==> src/pet_pkg.sv <==
package pet_pkg;

    // Need level, 0 is empty and 5 is full
    typedef logic [3:0] level_t;

    localparam level_t LEVEL_MAX = 4'd5;
    localparam level_t LEVEL_LOW = 4'd2;

    // Mood in priority order, most urgent first
    typedef enum logic [2:0] {
        MOOD_DEAD,
        MOOD_SAD,
        MOOD_SICK,
        MOOD_HUNGRY,
        MOOD_TIRED,
        MOOD_BORED,
        MOOD_HAPPY
    } mood_t;

    localparam int MOOD_COUNT = 7;

    // Game time base, tick length in clocks and decay periods in ticks
    localparam int TICK_CYCLES = 64;
    localparam int HUNGER_PERIOD = 8;
    localparam int FUN_PERIOD = 4;
    localparam int ENERGY_PERIOD = 16;
    localparam int LIFE_PERIOD = 8;
    localparam int TICK_WRAP = 16;

    // LCD bus timing
    localparam int LCD_HALF_CYCLES = 4;
    localparam int LCD_INIT_LEN = 3;

    // 8-bit bus with two lines, display on with cursor off, then clear
    localparam logic [0:LCD_INIT_LEN-1][7:0] LCD_INIT_CMDS = {8'h38, 8'h0C, 8'h01};
    localparam logic [7:0] LCD_LINE1_ADDR = 8'h84;

    localparam int TEXT_LEN = 12;

    // One line per mood, row index is the mood_t code
    localparam logic [0:MOOD_COUNT-1][0:TEXT_LEN-1][7:0] MOOD_TEXT = {
        "GAME OVER   ",
        "FEELING SAD ",
        "I FEEL SICK ",
        "SO HUNGRY   ",
        "VERY TIRED  ",
        "SO BORED    ",
        "HAPPY PET   "
    };

    // Display scan, clocks per digit
    localparam int SCAN_CYCLES = 8;

endpackage
==> src/pet_needs_if.sv <==
interface pet_needs_if;

    import pet_pkg::*;

    level_t hunger;
    level_t fun;
    level_t energy;
    level_t happy;
    level_t life;
    logic   game_over;

    // Need logic owns the levels
    modport owner (
        output hunger, fun, energy, happy, life, game_over
    );

    // LCD writer and display scan only look
    modport viewer (
        input hunger, fun, energy, happy, life, game_over
    );

endinterface

==> src/pet_top.sv <==
module pet_top (
    input  logic       clk,
    input  logic       reset,
    input  logic       ready,
    input  logic       presence,
    input  logic       vibration,
    input  logic       feed,
    input  logic       heal,
    output logic       rs,
    output logic       rw,
    output logic       e,
    output logic [7:0] data,
    output logic [6:0] seg,
    output logic [4:0] an
);

    // Levels shared by all three blocks
    pet_needs_if needs_bus ();

    pet_needs u_needs (
        .clk       (clk),
        .reset     (reset),
        .presence  (presence),
        .vibration (vibration),
        .feed      (feed),
        .heal      (heal),
        .needs     (needs_bus.owner)
    );

    lcd_mood_writer u_lcd (
        .clk   (clk),
        .reset (reset),
        .ready (ready),
        .needs (needs_bus.viewer),
        .rs    (rs),
        .rw    (rw),
        .e     (e),
        .data  (data)
    );

    seg_scan u_scan (
        .clk   (clk),
        .reset (reset),
        .needs (needs_bus.viewer),
        .seg   (seg),
        .an    (an)
    );

endmodule

==> src/seg_scan.sv <==
module seg_scan (
    input  logic        clk,
    input  logic        reset,
    pet_needs_if.viewer needs,
    output logic [6:0]  seg,
    output logic [4:0]  an
);

    import pet_pkg::*;

    logic [$clog2(SCAN_CYCLES)-1:0] scan_cnt;
    logic [2:0] digit;
    level_t level;

    // Active low segments, bit 0 is a and bit 6 is g
    function automatic logic [6:0] seg_decode(input level_t value);
        case (value)
            4'd0:    seg_decode = 7'b1000000;
            4'd1:    seg_decode = 7'b1111001;
            4'd2:    seg_decode = 7'b0100100;
            4'd3:    seg_decode = 7'b0110000;
            4'd4:    seg_decode = 7'b0011001;
            4'd5:    seg_decode = 7'b0010010;
            default: seg_decode = 7'b1111111;
        endcase
    endfunction

    // Digit order hunger, fun, energy, happy, life
    always_comb begin
        case (digit)
            3'd0:    level = needs.hunger;
            3'd1:    level = needs.fun;
            3'd2:    level = needs.energy;
            3'd3:    level = needs.happy;
            default: level = needs.life;
        endcase
    end

    always_ff @(posedge clk or negedge reset) begin
        if (!reset) begin
            scan_cnt <= '0;
            digit    <= '0;
            seg      <= 7'b1111111;
            an       <= 5'b11111;
        end else begin
            if (int'(scan_cnt) == SCAN_CYCLES - 1) begin
                scan_cnt <= '0;
                digit    <= (digit == 3'd4) ? 3'd0 : digit + 1'b1;
            end else begin
                scan_cnt <= scan_cnt + 1'b1;
            end
            seg <= seg_decode(level);
            an  <= ~(5'b00001 << digit);
        end
    end

endmodule

==> src/lcd_mood_writer.sv <==
module lcd_mood_writer (
    input  logic        clk,
    input  logic        reset,
    input  logic        ready,
    pet_needs_if.viewer needs,
    output logic        rs,
    output logic        rw,
    output logic        e,
    output logic [7:0]  data
);

    import pet_pkg::*;

    typedef enum logic [1:0] {
        S_IDLE,
        S_INIT,
        S_CURSOR,
        S_TEXT
    } state_t;

    state_t state;
    logic [$clog2(LCD_HALF_CYCLES)-1:0] half_cnt;
    logic phase;
    logic half_end;
    logic slot_start;
    logic [$clog2(LCD_INIT_LEN)-1:0] init_idx;
    logic [$clog2(TEXT_LEN)-1:0]     char_idx;
    mood_t mood;
    mood_t mood_q;

    // Write-only bus
    assign rw = 1'b0;

    // Mood from the levels, most urgent need wins
    always_comb begin
        if (needs.game_over) begin
            mood = MOOD_DEAD;
        end else if (needs.life <= LEVEL_LOW) begin
            mood = MOOD_SAD;
        end else if (needs.happy <= LEVEL_LOW) begin
            mood = MOOD_SICK;
        end else if (needs.hunger <= LEVEL_LOW) begin
            mood = MOOD_HUNGRY;
        end else if (needs.energy <= LEVEL_LOW) begin
            mood = MOOD_TIRED;
        end else if (needs.fun <= LEVEL_LOW) begin
            mood = MOOD_BORED;
        end else begin
            mood = MOOD_HAPPY;
        end
    end

    // Enable divider, phase high is the e-high half of a write slot
    assign half_end   = (int'(half_cnt) == LCD_HALF_CYCLES - 1);
    assign slot_start = half_end && !phase;

    always_ff @(posedge clk or negedge reset) begin
        if (!reset) begin
            half_cnt <= '0;
            phase    <= 1'b0;
        end else begin
            half_cnt <= half_end ? '0 : half_cnt + 1'b1;
            if (half_end) begin
                phase <= !phase;
            end
        end
    end

    // rs and data change only as e rises, the LCD latches on the fall
    always_ff @(posedge clk or negedge reset) begin
        if (!reset) begin
            state    <= S_IDLE;
            init_idx <= '0;
            char_idx <= '0;
            mood_q   <= MOOD_HAPPY;
            rs       <= 1'b0;
            e        <= 1'b0;
            data     <= '0;
        end else if (slot_start) begin
            case (state)
                S_IDLE: begin
                    if (ready) begin
                        state <= S_INIT;
                    end
                end
                S_INIT: begin
                    rs   <= 1'b0;
                    e    <= 1'b1;
                    data <= LCD_INIT_CMDS[init_idx];
                    if (int'(init_idx) == LCD_INIT_LEN - 1) begin
                        init_idx <= '0;
                        state    <= S_CURSOR;
                    end else begin
                        init_idx <= init_idx + 1'b1;
                    end
                end
                S_CURSOR: begin
                    rs       <= 1'b0;
                    e        <= 1'b1;
                    data     <= LCD_LINE1_ADDR;
                    // Mood held for the whole line
                    mood_q   <= mood;
                    char_idx <= '0;
                    state    <= S_TEXT;
                end
                S_TEXT: begin
                    rs   <= 1'b1;
                    e    <= 1'b1;
                    data <= MOOD_TEXT[mood_q][char_idx];
                    if (int'(char_idx) == TEXT_LEN - 1) begin
                        state <= S_CURSOR;
                    end else begin
                        char_idx <= char_idx + 1'b1;
                    end
                end
                default: state <= S_IDLE;
            endcase
        end else if (half_end) begin
            e <= 1'b0;
        end
    end

endmodule

==> src/pet_needs.sv <==
module pet_needs (
    input  logic       clk,
    input  logic       reset,
    input  logic       presence,
    input  logic       vibration,
    input  logic       feed,
    input  logic       heal,
    pet_needs_if.owner needs
);

    import pet_pkg::*;

    logic [$clog2(TICK_CYCLES)-1:0] prescale;
    logic [$clog2(TICK_WRAP)-1:0]   tick_idx;
    logic tick;
    logic awake_tick;

    level_t hunger_n;
    level_t fun_n;
    level_t energy_n;
    level_t happy_n;
    level_t life_n;
    logic   game_over_n;

    // True on the last tick of each period
    // Index 0 never hits a period so nothing decays at the start
    function automatic logic period_hit(
        input logic [$clog2(TICK_WRAP)-1:0] idx,
        input int                           period
    );
        return (int'(idx) % period) == (period - 1);
    endfunction

    assign tick = (int'(prescale) == TICK_CYCLES - 1);

    // Game time base
    always_ff @(posedge clk or negedge reset) begin
        if (!reset) begin
            prescale <= '0;
            tick_idx <= '0;
        end else begin
            prescale <= tick ? '0 : prescale + 1'b1;
            if (tick) begin
                tick_idx <= (int'(tick_idx) == TICK_WRAP - 1) ? '0 : tick_idx + 1'b1;
            end
        end
    end

    assign awake_tick = tick && presence && !needs.game_over;

    always_comb begin
        hunger_n = needs.hunger;
        fun_n    = needs.fun;
        energy_n = needs.energy;
        happy_n  = needs.happy;
        life_n   = needs.life;

        if (awake_tick) begin
            if (period_hit(tick_idx, HUNGER_PERIOD) && hunger_n != '0) begin
                hunger_n = hunger_n - 1'b1;
            end
            if (period_hit(tick_idx, FUN_PERIOD) && fun_n != '0) begin
                fun_n = fun_n - 1'b1;
            end
            if (period_hit(tick_idx, ENERGY_PERIOD) && energy_n != '0) begin
                energy_n = energy_n - 1'b1;
            end
            // Low needs wear down happiness and life
            if (period_hit(tick_idx, LIFE_PERIOD)) begin
                if (needs.fun <= LEVEL_LOW && happy_n != '0) begin
                    happy_n = happy_n - 1'b1;
                end
                if ((needs.hunger <= LEVEL_LOW || needs.energy <= LEVEL_LOW ||
                     needs.happy <= LEVEL_LOW) && life_n != '0) begin
                    life_n = life_n - 1'b1;
                end
            end
        end

        // Asleep, energy comes back first and then life
        if (tick && !presence && !needs.game_over) begin
            if (needs.energy < LEVEL_MAX) begin
                energy_n = needs.energy + 1'b1;
            end
            if (needs.energy == LEVEL_MAX && needs.life < LEVEL_MAX) begin
                life_n = needs.life + 1'b1;
            end
        end

        // Buttons only count while awake, later ones win
        if (awake_tick) begin
            if (!feed) begin
                hunger_n = LEVEL_MAX;
            end
            if (!vibration) begin
                fun_n = LEVEL_MAX;
                if (energy_n != '0) begin
                    energy_n = energy_n - 1'b1;
                end
            end
            if (!heal && needs.life < LEVEL_MAX && hunger_n != '0) begin
                life_n   = LEVEL_MAX;
                hunger_n = hunger_n - 1'b1;
            end
        end

        game_over_n = needs.game_over || (life_n == '0);
    end

    always_ff @(posedge clk or negedge reset) begin
        if (!reset) begin
            needs.hunger    <= LEVEL_MAX;
            needs.fun       <= LEVEL_MAX;
            needs.energy    <= LEVEL_MAX;
            needs.happy     <= LEVEL_MAX;
            needs.life      <= LEVEL_MAX;
            needs.game_over <= 1'b0;
        end else begin
            needs.hunger    <= hunger_n;
            needs.fun       <= fun_n;
            needs.energy    <= energy_n;
            needs.happy     <= happy_n;
            needs.life      <= life_n;
            needs.game_over <= game_over_n;
        end
    end

endmodule

==> config.mk <==
export PLATFORM = sky130hd
export DESIGN_NAME = pet_top
export DESIGN_NICKNAME = d
export VERILOG_FILES = /design/src/pet_pkg.sv /design/src/pet_needs_if.sv /design/src/pet_top.sv /design/src/seg_scan.sv /design/src/lcd_mood_writer.sv /design/src/pet_needs.sv
export SDC_FILE = /design/constraint.sdc
export NUM_CORES = 1
export LEC_CHECK = 0
export CAP_MARGIN = 20
export CORE_ASPECT_RATIO = 2
export CORE_MARGIN = 3
export CORE_UTILIZATION = 65
export DETAILED_ROUTE_END_ITERATION = 10
export DONT_BUFFER_PORTS = 1
export GPL_TIMING_DRIVEN = 0
export PLACE_DENSITY = 0.81
export SLEW_MARGIN = 15
export SYNTH_ARGS = -nofsm -noshare
export SYNTH_HDL_FRONTEND = slang
export SYNTH_SLANG_ARGS = --single-unit
export TNS_END_PERCENT = 5
==> constraint.sdc <==
create_clock -name clk -period 3.8 [get_ports clk]
set_input_delay 0.76 -clock clk [delete_from_list [all_inputs] [get_ports clk]]
set_output_delay 0.76 -clock clk [all_outputs]
set_load 0.01 [all_outputs]
==> impl_results.md, run 1 <==
- Status: complete, no violations
- P_leak: 2.26 nW
- Multiplexer share of the synthesized area: 4.37%
- Routed WL: ~14000 µm
- Top FF cell, synth: dfrtp_1
- CTS tree: done
- Psw: 0.000347 W
- Placeable Area: ~7400 µm²
- Top cell type's share of synthesized area: 24.3%
- Final hold violation count: 0
- Skew final: 0.00879 ns
- Vias in the first global route: 4834
- Clock Latency Late Sink: 0.34 ns
- Post-CTS setup buffers: 0
- Fin Setup TNS: 0 ns
- Worst Setup Path Type: register to register
- Count leader, synth: nand2_1
- Synth area leaders: dfrtp_1 24%, dfstp_2 12%, ha_1 9.2%, nand2_1 4.6%, o21ai_0 3.8%
- Finished Layout Cells: 683
- Met1 wire length: 4380 µm
- Final Wtd Congestion: 0.968
- TritonCTS buffer count: 9
- Uppermost layer routed: met4
- # clock sinks: 72
- Largest net degree at the start of global routing: 73
- Max-slew headroom: about a third
- Die Span Y: 131 µm
- Antenna violations before repair: 0
- Clock Root Buffer: clkbuf_16
- Unrepaired setup endpoints after global routing: no
- Gr usage total: 34.4%
- WL met3: about 820 µm
- Total power draw: between 0.0015 and 0.002 W
- Syn_area_per_cell: 8.77 µm²
- Placed cells: 667
- Final setup viols: 0
- Critical Path Sink Type: register
- Post-Synth Simple-Gate Area: 21.2%
- Hold-fix buffers at CTS: 0
- Total grt overflow: 0
- Final worst path period need: 3.43 ns
- WP data arrival: approximately 3.7 ns
- Startpoint types: register
- Max Freq: 0.292 GHz
- FP Rows: 44
- HP Class: input port to asynchronous set/reset pin
- Post-Synthesis Cells: approximately 580
- Initial core utilization: 68.4%
- Logic pwr share: less than 1%
- P_int: around 0.0014 W
- #FFs+latches synth: 72
- Adder-cell share of the synthesized area: 9.38%
- Violation count after the first detailed-route iteration: 402
- Cts repair resizes: 0
- XOR/XNOR Fraction of Synth Area: 3.30%
- Sequential fraction of the synthesis area: 36.3%
- TritonRoute pass-1 iters: 5
- HPWL after DPL: ~10000 µm
- Slew Limit Fails: 0
- Synthesized net count: 619
- Met2 WL: around 7400 µm
- Die area: 8920 µm²
- Synth Warn #: 0
- Clock buffer depth: 2
- Max Fanout on Critical Path: 6
- Ys async rst share: 100%
- Global-route wire length before repair: 22700 µm
- Reg clk slew, reported paths: 0.06 ns
- IO buf count: 0
- Sw Ratio: 20.4%
- Layout cells sized above 1: 11.8%
- Mapped cell area: 5040 µm²
- Worst IR drop on VDD: around 0.3 mV
- # diodes: 0
- Sequential share of power: ~45%
- Number of flops mapped to enable cells by yosys: 0
- Final #Nets: 630
- Yosys cell types: 75
- Clock power frac: 53.8%
- Hold Slack: 0.108 ns
- Synth Area in Compound Gates: 20.8%
- MaxCap Viol Count: 0
- Power density cells: ~310 nW/µm²
- Via/cell ratio: 6.84
- WL/cell: 20.4 µm
- Via count: roughly 4700
- Tcrit/Tclk final: 90.2%
- Slew @ Worst Pin: 0.996 ns
- Required @ worst endpoint: between 4 and 5 ns
- Final ANT Viol Nets: 0
- Post-synth top area cell: dfrtp_1
- Die W: 68.3 µm
- DRC viols: 0
- Area delta synth->final: 8.88%
- Post-synth top cells: 62 x nand2_1, 49 x dfrtp_1, 45 x nor2_1, 38 x o21ai_0, 37 x ha_1
- Io pins: 30
- Largest family of logic cells by synthesized area: simple AND/OR/NAND/NOR gates
- Deepest level of the CTS H-tree: 3
[power by group through the flow]
stage	logic (W)	clock network [W]	registers, W
5_1_grt	0.0000174	0.000966	0.000771
2_1_floorplan	0.0000124	0	0.000784
6_report	0.0000156	0.000916	0.000772
4_1_cts	0.0000155	0.000931	0.000771
3_5_place_dp	0.0000153	0	0.000784
3_3_place_gp	0.0000151	0	0.000784
[critical path, cell delays in order, from the launching register on]
cell and delay (ns):
dfrtp_1 0.42, ha_1 0.33, ha_1 0.28, nand4_1 0.19, a211oi_2 0.46, xnor2_1 0.18, and2_1 0.19, ha_1 0.23
o2111a_1 0.17, a211oi_1 0.50, nor2_1 0.08, a221oi_1 0.29
[final timing paths]
check,startpoint,endpoint,slack [ns],cells after the start
worst max-delay path,u_needs.tick_idx[0],u_needs.needs.hunger[1],0.37,11
worst min-delay path,reset,u_lcd.init_idx[0],0.11,0
worst max register to register,u_needs.tick_idx[0],u_needs.needs.hunger[1],0.37,11
worst min register to register,u_scan.scan_cnt[0],u_scan.scan_cnt[0],0.43,1
max in group asynchronous,reset,u_scan.an[2],3.47,0
min in group clk,u_scan.scan_cnt[0],u_scan.scan_cnt[0],0.43,1
[final cells by class]
| class | instances | area, µm² |
|---|---|---|
| plain buffers | 25 | 106 |
| clock buffers | 9 | 225 |
| clock inverters | 7 | 103 |
| fillers | 551 | 1880 |
| inverters | 34 | 128 |
| multi-input cells | 444 | 2990 |
| flip-flops and latches | 72 | 1830 |
| well taps | 92 | 115 |
[layout by cell type, fill, tap and decap left out, types with 4 or more instances in the layout]
cell type	count
dfstp_2	23
or2_2	4
o211ai_1	6
nor2b_1	9
and3_1	6
mux2_2	6
nand3b_1	4
o22ai_1	11
nor3_1	14
nor2_1	45
or3_1	4
a211oi_1	8
xor2_1	9
inv_1	33
o21ai_0	38
and2_1	4
nand2b_1	9
nor4_1	6
nand2_1	62
dfrtp_1	49
mux2i_1	13
a21oi_1	30
clkbuf_1	20
a31oi_1	8
ha_1	37
o311ai_0	5
nand3_1	24
xnor2_1	10
nand4_1	7
clkbuf_16	9
[logic make-up (layout without fill, tap and decap cells)]
| logic type | Yosys count | in the layout |
|---|---|---|
| compound gates | 155 | 155 |
| other cells | 1 | 1 |
| flops | 72 | 72 |
| mux | 20 | 20 |
| xor+xnor | 19 | 19 |
| fa+ha+maj | 38 | 38 |
| simple gates | 211 | 211 |
| buf+inv | 59 | 75 |
[metal layers]
metal  track usage, %  vias to the layer above
met5                0                        -
met4             31.7                        0
met3             10.0                       94
met2             59.0                      216
met1             30.4                     2247
li1                 -                     2118
[flip-flops by register name, summed over array words and instances, names as in the netlist, 4 cells and up]
| name | flops |
|---|---|
| u_lcd.data | 8 |
| u_needs.prescale | 6 |
| u_needs.needs.life | 4 |
| u_scan.an | 5 |
| u_needs.needs.energy | 4 |
| u_needs.needs.hunger | 4 |
| u_needs.needs.fun | 4 |
| u_lcd.char_idx | 4 |
| u_needs.tick_idx | 4 |
| u_scan.seg | 6 |
| u_needs.needs.happy | 4 |
[stage by stage]
step / utilization [%] / cell area, µm² / setup slack, ns
after detailed placement: 69.9 / 5160 / 0.202
after CTS: 74.4 / 5490 / 0.174
after global placement: 69.9 / 5160 / 0.316
after floorplan: - / 5040 / 0.881
after global routing: 74.5 / 5490 / 0.213
final: 74.5 / 5490 / 0.372
Power figures use the tool's default switching activity.
==> run 2, diff against run 1 <==
- GPL_TIMING_DRIVEN: 0 -> default
==> run 2 against run 1 <==
Clock skew shrank 0.0028 ns; global-route usage shrank 3.3 points; critical path depth grew 1; clock power shrank 12%; core utilization shrank 1.6 points; register-to-register slack gained 0.32 ns; flip-flop and latch count is the same; worst hold slack gained 0.013 ns; total power shrank 6.7%.
==> impl_results.md, run 2 (synthesis results as in run 1) <==
- HP Class: input port to asynchronous set/reset pin
- Max Fanout on Critical Path: 6 (unchanged)
- Initial core utilization: 68.4% (unchanged)
- Reg-to-reg slack, setup: 0.69 ns (+0.32 ns)
- Die Span Y: 131 µm (unchanged)
- MaxCap Viol Count: 0 (unchanged)
- Worst IR drop on VDD: 0.272 mV (-7.8%)
- Filler Cell Count: 544 (-1.3%)
- Deepest level of the CTS H-tree: 3 (unchanged)
- FP Rows: 44 (unchanged)
- Largest register FFs: 8 (unchanged)
- Critical path endpoint: u_needs.needs.game_over
- Total grt overflow: 0 (unchanged)
- Die area: 8920 µm² (unchanged)
- Largest net degree at the start of global routing: 73 (unchanged)
- R2r endpoint: u_needs.needs.game_over
- Layout cells sized above 1: 12.1% (+0.26 points)
- Hold-fix buffers at CTS: 0 (unchanged)
- Cts repair resizes: 0 (unchanged)
- Status: complete, no violations
- Sequential share of power: 48.6% (+3.3 points)
- Final core occ: 72.9% (-1.6 points)
- Vias in the first global route: 4536 (-6.2%)
- Fin Setup TNS: 0 ns (unchanged)
- Violation count after the first detailed-route iteration: 471 (+17%)
- Commonest non-fill, non-tap cell in the layout: nand2_1
- IO buf count: 0 (unchanged)
- Gr usage total: 31.0% (-3.3 points)
- Io pins: 30 (unchanged)
- P_int: 0.00127 W (-6.5%)
- Power density cells: 296 nW/µm² (-4.7%)
- Clock buffer depth: 2 (unchanged)
- Uppermost layer routed: met4
- Finished Layout Cells: 662 (-3.1%)
- Unrepaired setup endpoints after global routing: no
- Met2 WL: 6770 µm (-9.1%)
- Placed cells: 646 (-3.1%)
- Reg clk slew, reported paths: 0.06 ns (about the same)
- Final #Nets: 609 (-3.3%)
- RR Startpoint: u_needs.tick_idx[0]
- Sw Ratio: 20.1% (-0.22 points)
- Area after DPL: 5080 µm² (-1.5%)
- Final Wtd Congestion: 0.896 (-7.4%)
- # diodes: 0 (unchanged)
- TritonCTS buffer count: 9 (unchanged)
- Via count: 4478 (-4.2%)
- HPWL after DPL: 9390 µm (-7.2%)
- Most frequent cells in the layout: 62 x nand2_1, 49 x dfrtp_1, 45 x nor2_1
- Startpoint types: register
- Clock power frac: 50.4% (-3.4 points)
- Top Registers: u_lcd.data: 8 flops, u_needs.prescale: 6 flops, u_scan.seg: 6 flops
- Logic pwr share: 1.0% (about the same)
- Biggest register: u_lcd.data
- Die W: 68.3 µm (unchanged)
- Psw: 0.000320 W (-7.7%)
- Clock Latency Late Sink: 0.33 ns (about the same)
- Final hold violation count: 0 (unchanged)
- Area delta synth->final: 6.60%
- Routed WL: 12700 µm (-8.5%)
- WP data arrival: 3.33 ns (-0.32 ns)
- WL/cell: 19.3 µm (-5.6%)
- Antenna violations before repair: 0 (unchanged)
- # clock sinks: 72 (unchanged)
- Final worst path period need: 3.11 ns (-0.320 ns)
- Slew Limit Fails: 0 (unchanged)
- Max Freq: 0.322 GHz (+10%)
- Total power draw: 0.00159 W (-6.7%)
- Finished Cell Area: 5380 µm² (-2.1%)
- Slew @ Worst Pin: 0.899 ns (-0.0968 ns)
- Max-slew headroom: 39.3% (+6.5 points)
- P_leak: 2.22 nW (-2.0%)
- Worst reg2reg path depth: 12 (+1)
- Tcrit/Tclk final: 81.8% (-8.4 points)
- Final ANT Viol Nets: 0 (unchanged)
- Via/cell ratio: 6.76 (-1.2%)
- CP Launch Point: u_needs.tick_idx[0]
- Met1 wire length: 4380 µm (+0.16%)
- Final setup viols: 0 (unchanged)
- Global-route wire length before repair: 20800 µm (-8.4%)
- Worst Setup Path Type: register to register
- Post-CTS setup buffers: 0 (unchanged)
- WL met3: 621 µm (-24%)
- Critical Path Sink Type: register
- Skew final: 0.00602 ns (-0.00277 ns)
- Clock Root Buffer: clkbuf_16
- CTS tree: done
- TritonRoute pass-1 iters: 8 (+3)
- Placeable Area: 7380 µm² (unchanged)
- DRC viols: 0 (unchanged)
- Required @ worst endpoint: 4.02 ns (about the same)
==> run 2: cell count changes in the layout (fill, tap and decap cells not counted), moves of 2 or more <==
cell	previous run	this run
bufinv_16	2	0
clkbuf_1	20	0
clkbuf_8	0	3
clkinv_4	2	0
clkinvlp_4	1	3
inv_6	2	0
==> run 2: worst max-delay path, stage by stage, from the launching register on <==
cell	delay, ns
dfrtp_1	0.40
ha_1	0.27
ha_1	0.26
nand4_1	0.15
a211oi_1	0.26
buf_4	0.19
xnor2_1	0.11
and2_1	0.18
ha_1	0.22
o2111a_1	0.16
a21oi_1	0.38
nand2_1	0.16
a41o_2	0.27
==> run 2: power by group through the flow <==
stage               Clock (W)  Combinational [W]  Sequential, W
floorplan                   0          0.0000124       0.000784
global placement            0          0.0000145       0.000785
detailed placement          0          0.0000148       0.000785
CTS                  0.000811          0.0000152       0.000772
global route         0.000849          0.0000170       0.000772
finish               0.000802          0.0000153       0.000772
==> run 2: per-stage QoR <==
| stage | setup slack (ns) | hold WS, ns |
|---|---|---|
| 3_3_place_gp | 0.923 | 0.413 |
| 2_1_floorplan | 0.881 | 0.403 |
| 4_1_cts | 0.735 | 0.116 |
| 6_report | 0.691 | 0.121 |
| 3_5_place_dp | 0.786 | 0.418 |
| 5_1_grt | 0.502 | 0.101 |
==> run 2: layer usage <==
layer,GRT usage [%],vias to the layer above
li1,-,2079
met1,30.2,2117
met2,53.3,200
met3,7.61,82
met4,24.7,0
met5,0,-
==> run 2: worst min-delay path by stage <==
stage / cells past startpoint / end / slack, ns / startpoint
after floorplan: 1 / u_lcd.half_cnt[0] / 0.40 / u_lcd.half_cnt[0]
after global placement: 1 / u_lcd.half_cnt[0] / 0.41 / u_lcd.half_cnt[0]
after detailed placement: 1 / u_lcd.half_cnt[0] / 0.42 / u_lcd.half_cnt[0]
after CTS: 0 / u_lcd.init_idx[1] / 0.12 / reset
after global routing: 0 / u_lcd.init_idx[1] / 0.10 / reset
final: 0 / u_lcd.data[3] / 0.12 / reset
==> run 2: layout make-up <==
cell class | instances | area, µm² | area share [%]
clock buffer | 12 | 267 | 4.96
clock inverter | 4 | 27.5 | 0.512
inverter | 34 | 128 | 2.37
multi-input combinational | 444 | 2980 | 55.4
sequential | 72 | 1830 | 34.0
tap | 92 | 115 | 2.14
timing repair buffer | 4 | 30.0 | 0.558
==> run 3, diff against run 2 <==
- ABC_AREA: default -> 1
- CORE_UTILIZATION: 65 -> 58
- PLACE_DENSITY: 0.81 -> 0.76
- clock period: 3.8 -> 2.8 ns (I/O delays scaled with it)
==> run 3 against run 2 <==
Cell count increased by 25%; worst hold slack got worse by 0.052 ns; critical path depth increased by 5; critical path type unchanged; largest cell class unchanged.
==> impl_results.md, run 3 <==
- Status: complete, no violations
- Via count: 4709 (+5.2%)
- Placeable Area: 8410 µm² (+14%)
- Tcrit/Tclk final: 86.8% (+5.0 points)
- IO buf count: 0 (unchanged)
- Antenna violations before repair: 0 (unchanged)
- Clock buffer depth: 2 (unchanged)
- WL/cell: 16.0 µm (-17%)
- TritonRoute pass-1 iters: 5 (-3)
- Routed WL: 13300 µm (+4.0%)
- Ys async rst share: 100% (unchanged)
- Post-synth top cells: 210 x nand2_1, 99 x inv_1, 65 x nor2_1, 61 x nand3_1, 49 x dfrtp_1
- #FFs+latches synth: 72 (unchanged)
- Slew Limit Fails: 0 (unchanged)
- Required @ worst endpoint: 3.02 ns (-1.00 ns)
- Synth area leaders: dfrtp_1 24%, nand2_1 16%, dfstp_2 12%, ha_1 9.1%, inv_1 7.3%
- DRC viols: 0 (unchanged)
- Logic pwr share: 1.2% (+0.2 points)
- FP Rows: 47 (+6.8%)
- Vias in the first global route: 4712 (+3.9%)
- Initial core utilization: 60.3% (-8.1 points)
- Max-slew headroom: 56.7% (+17 points)
- Io pins: 30 (unchanged)
- Unrepaired setup endpoints after global routing: no
- Gr usage total: 28.5% (-2.5 points)
- Global-route wire length before repair: 22200 µm (+6.8%)
- Yosys cell types: 41 (-45%)
- Top cell type's share of synthesized area: 24.2% (-0.13 points)
- Final Wtd Congestion: 1.08 (+21%)
- Top Registers: u_lcd.data: 8 flops, u_needs.prescale: 6 flops, u_scan.seg: 6 flops
- MaxCap Viol Count: 0 (unchanged)
- # clock sinks: 72 (unchanged)
- Post-synth top area cell: dfrtp_1
- TritonCTS buffer count: 9 (unchanged)
- Area delta synth->final: 8.90%
- Clock Latency Late Sink: 0.33 ns (about the same)
- CTS tree: done
- HP Class: input port to asynchronous set/reset pin
- Worst IR drop on VDD: 0.670 mV (+150%)
- Die Span Y: 138 µm (+5.9%)
- Final worst slack: 0.370 ns (-0.322 ns)
- Syn_area_per_cell: 7.04 µm² (-20%)
- Final worst path period need: 2.43 ns (-0.678 ns)
- HPWL after DPL: 10200 µm (+8.7%)
- Final setup viols: 0 (unchanged)
- Count leader, synth: nand2_1
- Commonest non-fill, non-tap cell in the layout: nand2_1
- WP data arrival: 2.65 ns (-0.68 ns)
- Reg clk slew, reported paths: 0.06 ns (about the same)
- # diodes: 0 (unchanged)
- Worst Setup Path Type: register to register
- Die W: 72.1 µm (+5.6%)
- Dpl ws: 0.407 ns (-0.379 ns)
- Final hold violation count: 0 (unchanged)
- Via/cell ratio: 5.69 (-16%)
- Clock power frac: 53.2% (+2.8 points)
- Top FF cell, synth: dfrtp_1
- Sequential fraction of the synthesis area: 36.1% (-0.20 points)
- Skew final: 0.00861 ns (+0.00259 ns)
- Max Fanout on Critical Path: 7 (+1)
- Most frequent cells in the layout: 210 x nand2_1, 99 x inv_1, 65 x nor2_1
- Filler Cell Count: 749 (+38%)
- Final ANT Viol Nets: 0 (unchanged)
- Synthesized net count: 765 (+24%)
- Final #Nets: 769 (+26%)
- Fin Setup TNS: 0 ns (unchanged)
- Deepest level of the CTS H-tree: 3 (unchanged)
- Post-Synthesis Cells: 721 (+25%)
- Sequential share of power: 45.6% (-3.0 points)
- Number of flops mapped to enable cells by yosys: 0 (unchanged)
- Slew @ Worst Pin: 0.649 ns (-0.250 ns)
- P_int: 0.00183 W (+45%)
- Critical Path Sink Type: register
- Synth Warn #: 0 (unchanged)
- Biggest register: u_lcd.data
- Violation count after the first detailed-route iteration: 217 (-54%)
- Die area: 9970 µm² (+12%)
- Total grt overflow: 0 (unchanged)
- Mapped cell area: 5070 µm² (+0.55%)
- P_leak: 2.79 nW (+25%)
- Largest register FFs: 8 (unchanged)
- Sw Ratio: 19.8% (-0.32 points)
- Max Freq: 0.411 GHz (+28%)
- Layout cells sized above 1: 10.7% (-1.4 points)
- Power density cells: 414 nW/µm² (+40%)
- Largest net degree at the start of global routing: 50 (-32%)
- Psw: 0.000453 W (+42%)
- Startpoint types: register
- Clock Root Buffer: clkbuf_16
-- run 3: area by class of cell --
| type | count | area (µm²) | share of cell area [%] |
|---|---|---|---|
| multi-input combinational | 525 | 2760 | 49.9 |
| sequential | 72 | 1830 | 33.1 |
| inverter | 108 | 405 | 7.34 |
| clock buffer | 10 | 229 | 4.14 |
| tap | 98 | 123 | 2.22 |
| clock inverter | 6 | 91.3 | 1.65 |
| timing repair buffer | 9 | 87.6 | 1.59 |
-- run 3: worst paths after layout --
kind	to	slack, ns	start	cells past startpoint
setup reg to reg	u_needs.needs.game_over	0.37	u_needs.needs.hunger[0]	17
max in group asynchronous	u_needs.needs.game_over	2.49	reset	1
min in group clk	u_needs.needs.energy[2]	0.42	vibration	3
hold reg to reg	u_scan.scan_cnt[0]	0.42	u_scan.scan_cnt[0]	1
setup / recovery	u_needs.needs.game_over	0.37	u_needs.needs.hunger[0]	17
hold / removal	u_scan.an[4]	0.07	reset	0
-- run 3: logic make-up after synthesis --
kind of cell | count (synthesis) | share of synthesized area, %
xor+xnor | 7 | 1.21
simple gates | 373 | 31.7
buf+inv | 124 | 9.55
compound gates | 107 | 12.3
flops | 72 | 36.1
other cells | 1 | 0.0739
fa+ha+maj | 37 | 9.13
-- run 3: per-layer routing --
metal,vias to the layer above,wire [µm],global-route usage (%)
li1,2330,-,-
met1,2186,4480,27.8
met2,137,7490,52.3
met3,56,437,5.23
met4,0,851,17.9
met5,-,0,0
-- run 3: per-stage QoR --
step                util (%)  instance area, µm²  total power (W)  hold WS [ns]  instances
floorplan                  -                5070          0.00107         0.264        721
CTS                     65.7                5520          0.00231        0.0596        828
finish                  65.7                5520          0.00229        0.0692        828
detailed placement      61.6                5180          0.00107         0.266        811
global placement        61.6                5180          0.00107         0.266        811
global route            65.7                5520          0.00237        0.0518        828
-- run 3: worst max-delay path, stage by stage (launching register included) --
cell and delay (ns):
dfstp_2 0.54, inv_1 0.09, ha_1 0.24, nand2_1 0.11, nand2_2 0.10, nor2_4 0.17, nand2_1 0.06, nand2_1 0.09
nor2_2 0.05, ha_1 0.20, nand2_1 0.10, nor2_1 0.05, nand2_1 0.09, nand3_2 0.15, nand2_2 0.13, inv_2 0.03
nand2_1 0.05, nand2_1 0.05
-- run 3: power by group through the flow --
stage | registers [W] | clock network, W | logic, W
3_5_place_dp | 0.00106 | 0 | 0.00000925
2_1_floorplan | 0.00106 | 0 | 0.00000907
4_1_cts | 0.00104 | 0.00124 | 0.0000285
6_report | 0.00104 | 0.00122 | 0.0000272
5_1_grt | 0.00104 | 0.00129 | 0.0000313
3_3_place_gp | 0.00106 | 0 | 0.00000916
-- run 3: what timing repair did --
action,in CTS,in global routing
buffers inserted,0,0
hold buffers,1,0
endpoints found under the setup margin,0,0
resized for setup,0,0
endpoints found under the hold margin,49,0
